--- config.mk ---
export PLATFORM = sky130hd
export DESIGN_NAME = manchester_rx
export DESIGN_NICKNAME = d
export VERILOG_FILES = /design/src/verilog/mrx_pkg.sv /design/src/verilog/manchester_rx.sv /design/src/verilog/frame_writer.sv /design/src/verilog/octet_packer.sv /design/src/verilog/frame_delimiter.sv /design/src/verilog/manchester_decoder.sv
export SDC_FILE = /design/constraint.sdc
export NUM_CORES = 1
export LEC_CHECK = 0
export ABC_AREA = 1
export CAP_MARGIN = 0
export CORE_MARGIN = 2
export CORE_UTILIZATION = 43
export DETAILED_ROUTE_END_ITERATION = 10
export DONT_BUFFER_PORTS = 1
export HOLD_SLACK_MARGIN = 0.12
export PLACE_DENSITY = 0.62
export SETUP_SLACK_MARGIN = 0.15
export SYNTH_ARGS = -nofsm -noshare
export SYNTH_HDL_FRONTEND = slang
export SYNTH_SLANG_ARGS = --single-unit
--- constraint.sdc ---
create_clock -name CLK -period 4.95 [get_ports CLK]
set_input_delay 1.2375 -clock CLK [delete_from_list [all_inputs] [get_ports CLK]]
set_output_delay 1.2375 -clock CLK [all_outputs]
set_load 0.01 [all_outputs]
--- src/verilog/mrx_pkg.sv ---
package mrx_pkg;

  typedef logic [7:0]  octet_t;  // one received byte
  typedef logic [31:0] word_t;   // one memory word
  typedef logic [8:0]  addr_t;   // word address, 512 words
  typedef logic [10:0] len_t;    // frame length in octets

  // decoder output, value qualified by valid
  typedef struct packed {
    logic value;
    logic valid;  // new bit strobe
    logic idle;   // end of carrier strobe
  } rx_bit_t;

  typedef struct packed {
    logic start;   // last bit of the delimiter
    logic active;  // frame body level
    logic stop;    // active falling
  } frame_ctl_t;

  typedef struct packed {
    octet_t data;
    logic   valid;
    logic   aligned;  // whole octets so far
  } rx_octet_t;

  typedef enum logic [1:0] {
    IDLE,
    SYNC,
    TRACK
  } dec_state_e;

endpackage
--- src/verilog/manchester_rx.sv ---
`timescale 1ns/10ps

module manchester_rx
  #(
    parameter int HALF_BIT = 4,
    parameter int MIN_LEN  = 8
  )
  (
    input  logic           CLK,
    input  logic           RST,
    input  logic           wire_in,
    output mrx_pkg::addr_t mem_addr,
    output mrx_pkg::word_t mem_data,
    output logic           mem_write,
    output mrx_pkg::len_t  frame_len,
    output logic           frame_done,
    output logic           frame_ok
  );
  import mrx_pkg::*;

  rx_bit_t    rx_bit;
  frame_ctl_t frame_ctl;
  rx_octet_t  rx_octet;

  manchester_decoder #(.HALF_BIT(HALF_BIT)) u_decoder
    (.CLK(CLK), .RST(RST), .wire_in(wire_in), .rx_bit(rx_bit));

  frame_delimiter u_delimiter
    (.CLK(CLK), .RST(RST), .rx_bit(rx_bit), .frame_ctl(frame_ctl));

  // packer and delimiter both follow the raw bit stream
  octet_packer u_packer
    (.CLK(CLK), .RST(RST), .rx_bit(rx_bit), .frame_ctl(frame_ctl),
     .rx_octet(rx_octet));

  frame_writer #(.MIN_LEN(MIN_LEN)) u_writer
    (.CLK(CLK), .RST(RST), .frame_ctl(frame_ctl), .rx_octet(rx_octet),
     .mem_addr(mem_addr), .mem_data(mem_data), .mem_write(mem_write),
     .frame_len(frame_len), .frame_done(frame_done), .frame_ok(frame_ok));

endmodule

--- src/verilog/frame_writer.sv ---
`timescale 1ns/10ps

module frame_writer
  #(
    parameter int MIN_LEN = 8
  )
  (
    input  logic                CLK,
    input  logic                RST,
    input  mrx_pkg::frame_ctl_t frame_ctl,
    input  mrx_pkg::rx_octet_t  rx_octet,
    output mrx_pkg::addr_t      mem_addr,
    output mrx_pkg::word_t      mem_data,
    output logic                mem_write,
    output mrx_pkg::len_t       frame_len,
    output logic                frame_done,
    output logic                frame_ok
  );
  import mrx_pkg::*;

  logic [1:0] byte_idx;  // next byte lane, top lane first
  addr_t      wr_addr;
  len_t       len_q;
  word_t      word_q;

  always_ff @(posedge CLK)
  begin
    if (!RST)
    begin
      byte_idx   <= '0;
      wr_addr    <= '0;
      len_q      <= '0;
      mem_write  <= 1'b0;
      frame_done <= 1'b0;
      frame_ok   <= 1'b0;
    end
    else
    begin
      mem_write  <= 1'b0;
      frame_done <= 1'b0;
      frame_ok   <= 1'b0;
      if (frame_ctl.start)
      begin
        byte_idx <= '0;
        wr_addr  <= '0;
        len_q    <= '0;
      end
      else if (rx_octet.valid)
      begin
        byte_idx <= byte_idx + 2'd1;
        len_q    <= len_q + len_t'(1);
        if (byte_idx == 2'd3)
        begin
          mem_write <= 1'b1;  // word complete
          wr_addr   <= wr_addr + addr_t'(1);
        end
      end
      else if (frame_ctl.stop)
      begin
        mem_write  <= (byte_idx != 2'd0);  // flush partial word
        frame_done <= 1'b1;
        frame_ok   <= rx_octet.aligned && (len_q >= len_t'(MIN_LEN));
      end
    end
  end

  always_ff @(posedge CLK)
  begin
    if (rx_octet.valid)
    begin
      if (byte_idx == 2'd0)
        word_q <= {rx_octet.data, 24'h0};  // low lanes start out zero
      else
        word_q[8 * (3 - byte_idx) +: 8] <= rx_octet.data;

      if (byte_idx == 2'd3)
      begin
        mem_data <= {word_q[31:8], rx_octet.data};
        mem_addr <= wr_addr;
      end
    end
    else if (frame_ctl.stop)
    begin
      mem_data  <= word_q;
      mem_addr  <= wr_addr;
      frame_len <= len_q;
    end
  end

  // writes only from a live frame or the flush right after it
  assert property (@(posedge CLK) disable iff (!RST)
    mem_write |-> $past(frame_ctl.active || frame_ctl.stop));

endmodule

--- src/verilog/octet_packer.sv ---
`timescale 1ns/10ps

module octet_packer
  (
    input  logic                CLK,
    input  logic                RST,
    input  mrx_pkg::rx_bit_t    rx_bit,
    input  mrx_pkg::frame_ctl_t frame_ctl,
    output mrx_pkg::rx_octet_t  rx_octet
  );
  import mrx_pkg::*;

  logic [2:0] bit_cnt;
  logic       shift_en;
  logic       oct_valid;
  octet_t     shreg;
  octet_t     shreg_next;
  octet_t     oct_data;

  // the delimiter bit itself is not frame data
  assign shift_en   = rx_bit.valid && frame_ctl.active && !frame_ctl.start;
  assign shreg_next = {rx_bit.value, shreg[7:1]};  // lsb arrives first

  assign rx_octet.data    = oct_data;
  assign rx_octet.valid   = oct_valid;
  assign rx_octet.aligned = (bit_cnt == 3'd0);

  always_ff @(posedge CLK)
  begin
    if (!RST)
    begin
      bit_cnt   <= '0;
      oct_valid <= 1'b0;
    end
    else
    begin
      oct_valid <= shift_en && (bit_cnt == 3'd7);  // count wraps
      if (frame_ctl.start)
        bit_cnt <= '0;
      else if (shift_en)
        bit_cnt <= bit_cnt + 3'd1;
    end
  end

  always_ff @(posedge CLK)
  begin
    if (shift_en)
      shreg <= shreg_next;
    if (shift_en && (bit_cnt == 3'd7))
      oct_data <= shreg_next;
  end

endmodule

--- src/verilog/frame_delimiter.sv ---
`timescale 1ns/10ps

module frame_delimiter
  (
    input  logic                CLK,
    input  logic                RST,
    input  mrx_pkg::rx_bit_t    rx_bit,
    output mrx_pkg::frame_ctl_t frame_ctl
  );
  import mrx_pkg::*;

  localparam logic [2:0] PRE_MIN = 3'd4;  // alternating bits before 1-1

  logic       prev_bit;
  logic [2:0] alt_cnt;
  logic       active_q;  // also marks the delimiter as taken
  logic       sfd_hit;

  assign sfd_hit = rx_bit.valid && rx_bit.value && prev_bit
                   && (alt_cnt >= PRE_MIN) && !active_q;  // once per carrier

  assign frame_ctl.start  = sfd_hit;
  assign frame_ctl.active = (active_q || sfd_hit) && !rx_bit.idle;
  assign frame_ctl.stop   = active_q && rx_bit.idle;

  always_ff @(posedge CLK)
  begin
    if (!RST || rx_bit.idle)
    begin
      prev_bit <= 1'b0;
      alt_cnt  <= '0;
      active_q <= 1'b0;
    end
    else if (rx_bit.valid)
    begin
      prev_bit <= rx_bit.value;
      if (rx_bit.value != prev_bit)
      begin
        if (alt_cnt != PRE_MIN)
          alt_cnt <= alt_cnt + 3'd1;
      end
      else
        alt_cnt <= '0;  // preamble broken

      if (sfd_hit)
        active_q <= 1'b1;
    end
  end

  // a frame never restarts while one is open
  assert property (@(posedge CLK) disable iff (!RST)
    frame_ctl.start |-> !$past(frame_ctl.active));

endmodule

--- src/verilog/manchester_decoder.sv ---
`timescale 1ns/10ps

module manchester_decoder
  #(
    parameter int HALF_BIT = 4
  )
  (
    input  logic             CLK,
    input  logic             RST,
    input  logic             wire_in,
    output mrx_pkg::rx_bit_t rx_bit
  );
  import mrx_pkg::*;

  localparam int TIMEOUT = 4 * HALF_BIT;        // carrier loss
  localparam int MIN_GAP = (3 * HALF_BIT) / 2;  // three quarters of a bit
  localparam int TW = $clog2(TIMEOUT + 1);

  logic          sync_1;
  logic          sync_2;
  logic          wire_prev;
  logic          edge_seen;
  logic          centre;
  logic [TW-1:0] timer;
  dec_state_e    state;

  assign edge_seen = sync_2 ^ wire_prev;
  // boundary transitions come too early and are skipped
  // timer reads one less than the clocks since the last centre
  assign centre = edge_seen && (timer >= TW'(MIN_GAP - 1));

  always_ff @(posedge CLK)
  begin
    if (!RST)
    begin
      sync_1    <= 1'b0;
      sync_2    <= 1'b0;
      wire_prev <= 1'b0;
      timer     <= '0;
      state     <= IDLE;
      rx_bit    <= '0;
    end
    else
    begin
      sync_1       <= wire_in;
      sync_2       <= sync_1;
      wire_prev    <= sync_2;
      rx_bit.valid <= 1'b0;
      rx_bit.idle  <= 1'b0;

      if (timer != TW'(TIMEOUT))
        timer <= timer + TW'(1);  // saturates

      case (state)
        IDLE:
        begin
          timer <= '0;
          if (edge_seen)
            state <= SYNC;  // first edge of a carrier
        end
        SYNC, TRACK:
        begin
          if (centre)
          begin
            timer        <= '0;
            state        <= TRACK;
            rx_bit.value <= sync_2;  // level after the centre edge
            rx_bit.valid <= 1'b1;
          end
          else if (timer == TW'(TIMEOUT - 1))
          begin
            state       <= IDLE;
            rx_bit.idle <= (state == TRACK);  // no strobe for a lone glitch
          end
        end
        default:
          state <= IDLE;
      endcase
    end
  end

  // a bit and end of carrier never share a cycle
  assert property (@(posedge CLK) disable iff (!RST)
    !(rx_bit.valid && rx_bit.idle));

endmodule

# Yosys cells after proc, flatten, opt, wreduce, memory -nomap -nowiden
# Cells that the tools add are included.
# word_totals
register_bits	147
input_bits	3
output_inout_bits	55
word_cells	114
# op_classes
n_addsub	8
n_lt_le_gt_ge	3
n_eq_ne	12
shift	2
mux	22
bitwise	6
n_reduce_logical	35
# op_table
cell	n
2-to-1 mux 32 bit	4
negator 32 -> 34 bit	1
variable shift 8 x 34 -> 32 bit, first input constant	1
variable part select 8 x 34 -> 32 bit	1
bitwise mux 32 bit	1
2-to-1 mux 9 bit	3
AND reduction 2 bit	8
adder 11 x 1 -> 11 bit, second input constant	1
>= comparator 11 x 4 -> 1 bit, second input constant	1
logical AND 1 bit	11
2-to-1 mux 5 bit	2
one-hot mux 5 bit (2 select lines)	1
adder 9 x 1 -> 9 bit, second input constant	1
OR reduction 4 bit	2
adder 3 x 1 -> 3 bit, second input constant	2
2-to-1 mux 2 bit	3
2-to-1 mux 3 bit	2
adder 5 x 1 -> 5 bit, second input constant	1
== test 5 x 4 -> 1 bit, second input constant	1
>= comparator 5 x 3 -> 1 bit, second input constant	1
2-to-1 mux 1 bit	5
!= test 5 bit, second input constant	1
NOT 1 bit	5
== test 2 bit, second input constant	2
19 further kinds	27

# Depth between registers and ports, before layout
# depth
depth_word	9
ltp_mapped	10
ltp_nobuf	10

# Modules after synthesis
# Synthesis repeated with hierarchy kept, for this count alone.
# hier_totals
cells_unflattened	575
area_unflattened_um2	6085.8
# modules_own_cells
mod	instances	cells_per_inst	area_per_inst_um2	seq_area_each_um2
frame_writer	1	394	4414.2	3022.9
octet_packer	1	48	689.4	530.5
manchester_decoder	1	82	644.4	260.2
frame_delimiter	1	51	337.8	100.1

# Worst setup path before layout
# Ideal clock, no wire load.
# synth_timing
kind	reg-to-reg
from	reg u_packer.oct_valid
to	reg u_writer.mem_addr[0] (enable)
setup_ns	0.498
arrival_ns	3.867
required_ns	4.452
slack_ns	0.584
path_stages_with_launch	3
n_path_buf	1
synth_period_minus_slack_ns	4.366
path_cell_list	dfxtp_1 -> buf_2 -> o21ai_0
# synth_via
elab_chain_len	2
elab_cells_between_ends	3
cone_classes	eq/ne (1); reduce/logical (2)
# synth_rtl
element	line	rtl
start, declared	octet_packer.sv:15	logic oct_valid;
start signal, assigned	octet_packer.sv:37	oct_valid <= shift_en && (bit_cnt == 3'd7);
!= test 2 x 1 -> 1 bit (no source line) / nonzero test 2 bit (equally long branches)	--	
AND reduction 2 bit (no source line) *	--	
end signal, assigned	frame_writer.sv:79	mem_addr <= wr_addr;
end signal, assigned	frame_writer.sv:85	mem_addr <= wr_addr;
end, declared	frame_writer.sv:12	output mrx_pkg::addr_t mem_addr,
# Mark *: on every way between the ends. The rest lies on a longest branch, timed or not.
# A chain may end at the register's enable or synchronous reset.

# Worst setup path after layout
# layout_timing
from	reg u_writer.byte_idx[0]
to	reg u_writer.word_q[11], data pin
# layout_via
elab_chain_len	4
elab_cells_between_ends	6
cone_classes	add/sub (2); shift (2); mux (1); reduce/logical (1)
# layout_rtl
element	line	rtl
start, declared	frame_writer.sv:21	logic [1:0] byte_idx;
start signal, assigned	frame_writer.sv:50	byte_idx <= byte_idx + 2'd1;
subtractor 2 x 2 -> 3 bit	frame_writer.sv:74	word_q[8 * (3 - byte_idx) +: 8] <= rx_octet.data;
negator 32 -> 34 bit	frame_writer.sv:74	
variable part select 8 x 34 -> 32 bit / variable shift 8 x 34 -> 32 bit (equally long branches)	frame_writer.sv:74	
bitwise mux 32 bit	frame_writer.sv:74	
end signal, assigned	frame_writer.sv:72	word_q <= {rx_octet.data, 24'h0};
end signal, assigned by index	frame_writer.sv:74	
end, declared	frame_writer.sv:24	word_t word_q;
# Several ways; a longest one is shown, not always the timed one.

==> metrics.txt <==
Mapped Avg Cell Area=10.5 um^2; Starting Density=0.436; Netlist cell types=31; via count=3817; ANT cells=0; Iter 0 DRT Violations=417; share of layout cells above drive strength 1=0.0645; final worst setup slack=2.73 ns; Nets=601; CP max stage cell=ha_1; Die H=122 um; # DRC=0; final slew viol count=0; HPWL after detailed placement=7.44 mm; worst skew pair latency=0.42 ns; pre-CTS setup slack=2.51 ns; Final min period=2.22 ns; CP cell instances=inv_1 > ha_1 > inv_1 > o21ai_0 > a21oi_1; Hold Path Class=flop to flop; most frequent cells in the layout=nand2_1, edfxtp_1, inv_1, nor2_1, dfxtp_1; CTS H-tree lvls=4; maximum vdd drop=0.000195 V; number of flops mapped to enable cells by yosys=99; IO Port Bufs=0; run status=completed; met2 usage=0.262; final wirelength=10.7 mm; clk_skew=0.00632 ns; GR peak layer=met2; met1 usage=0.174; Hold Worst Slack=0.416 ns; commonest non-fill, non-tap cell in the layout=nand2_1; antenna-violating nets left=0; Logic pwr share=0.011; #FFs+latches synth=146; max incr delay on CP=0.80 ns; RSZ-0062 raised after global routing=false; CTS resizes=0; GPL Wtd Cong=0.815; asr flop ratio synth=0; clock root cell=clkbuf_16; Ys Warns=0; total setup buffers inserted after CTS=0; Crit path top cell by count=inv_1; DRT Pass-1 Iters=5; I/O Pins=58; Max Cap Viol=0; Worst EP arrival=2.38 ns; total net switching power=486 uW; Power, Total=2.67 mW; Leakage=2.62 nW; Slew @ Worst Pin=0.928 ns; clock buffer depth=2; family with the most delay on the worst path=adder cells; Flop pwr share=0.484; total track usage=0.154; global-route wire length before repair=17.4 mm; Die X=122 um; Syn Nets=594; Final Hold Viols=0; clock transition at the registers of the reported paths=0.06 ns; kind of critical path=flop to flop; Synth Instances=570; Core ar.=13700 um^2; worst endpoint required time=5.11 ns; CTS tree=yes; Bufs and invs on worst path=2; hold-fix buffers at CTS=0; Synth Cell Area=5980 um^2; grt met3 use=0.0604; clock share of power=0.505; Pwr Density=394 nW/um^2; GRT overflow=0; sequential element share of the synthesized area=0.655; Clock Sinks=146; area grow syn2layout=13.5%; Max Clock Freq=451 MHz; DR vias/cell=4.96; setup_tns=0 ns; CTS Buf Count=17; Die Area=14900 um^2; Finish-stage setup viols=0; post-route clock period utilization=0.448; antenna violations before repair=0; DR WL/cell=13.9 um; Worst slew margin=0.381; Internal Power=2.19 mW; Primary FF master, synth=edfxtp_1; std cell rows=43; number of global-route vias before repair=3590; Max FO, Critical Path=26; largest net degree at the start of global routing=56; Setup crit end kind=flop; nature of the critical path startpoint=flop; Sw Ratio=0.182
[sequential cells by signal (all words and copies together) (netlist names), 2 cells and up]
signal / count
u_writer.word_q: 32
u_writer.mem_addr: 9
u_decoder.rx_bit: 3
u_writer.len_q: 11
u_packer.oct_data: 8
u_packer.bit_cnt: 3
u_writer.wr_addr: 9
u_writer.mem_data: 32
u_writer.frame_len: 11
u_decoder.state: 2
u_decoder.timer: 5
u_delimiter.alt_cnt: 3
u_packer.shreg: 7
u_writer.byte_idx: 2
[final cells by class]
class	count	area, um^2
well taps	180	225
repair buffers	2	15.0
fillers	1213	6930
multi-input cells	316	1660
inverters	94	353
flip-flops and latches	146	3920
clock buffers	20	437
clock inverters	11	186
[logic make-up (layout without fill, tap and decap cells)]
| logic type | after synthesis | count (layout) | share of synthesized area |
|---|---|---|---|
| AOI/OAI and AO/OA | 71 | 71 | 0.0659 |
| xor gates and xnor gates | 6 | 6 | 0.00879 |
| adders and majority gates | 21 | 21 | 0.0439 |
| buffers and inverters | 108 | 127 | 0.0705 |
| DFF | 146 | 146 | 0.655 |
| and+or+nand+nor | 218 | 218 | 0.156 |
[cell usage after synthesis (all sizes together) (8+ instances only)]
cell type | count | area, um^2
nor2 | 70 | 263
edfxtp | 99 | 2970
buf | 9 | 50.0
nand2 | 106 | 398
a22oi | 8 | 60.1
o22ai | 8 | 50.1
ha | 21 | 263
nand3 | 17 | 90.1
o21ai | 26 | 134
dfxtp | 47 | 941
nor3 | 9 | 72.6
a21oi | 27 | 135
inv | 93 | 349
nand4 | 8 | 50.1
[final timing paths]
path / startpoint / cells after the start / slack [ns] / endpoint
worst max-delay path: u_writer.byte_idx[0] / 5 / 2.73 / u_writer.word_q[11]
worst min-delay path: u_writer.word_q[25] / 0 / 0.42 / u_writer.mem_data[25]
worst max register to register: u_writer.byte_idx[0] / 5 / 2.73 / u_writer.word_q[11]
worst min register to register: u_writer.word_q[25] / 0 / 0.42 / u_writer.mem_data[25]
[stage by stage]
| stage | util | instance area [um^2] | instances |
|---|---|---|---|
| after global placement | 0.449 | 6160 | 738 |
| after CTS | 0.495 | 6790 | 769 |
| after floorplan | - | 5980 | 570 |
| after global routing | 0.495 | 6790 | 769 |
| after detailed placement | 0.449 | 6160 | 738 |
| final | 0.495 | 6790 | 769 |
[power by group through the flow]
stage               sequential, mW  clock, mW  combinational (mW)
floorplan                     1.32          0              0.0255
global placement              1.32          0              0.0282
detailed placement            1.32          0              0.0301
CTS                           1.29       1.37              0.0302
global route                  1.29       1.43              0.0363
finish                        1.29       1.35              0.0303
[worst register-to-register path: cells and delay by family (launching register included)]
family	cells	cell delay (ns)
adders and majority gates	1	0.80
buffers and inverters	2	0.51
DFF	1	0.40
AOI/OAI and AO/OA	2	0.25
[per-layer routing]
layer | vias to the layer above | routed length [um]
met5 | - | 0
met4 | 0 | 180
met3 | 19 | 426
met2 | 84 | 5590
met1 | 1828 | 4520
li1 | 1886 | -
Note: power is estimated with default switching activity, not from simulation.
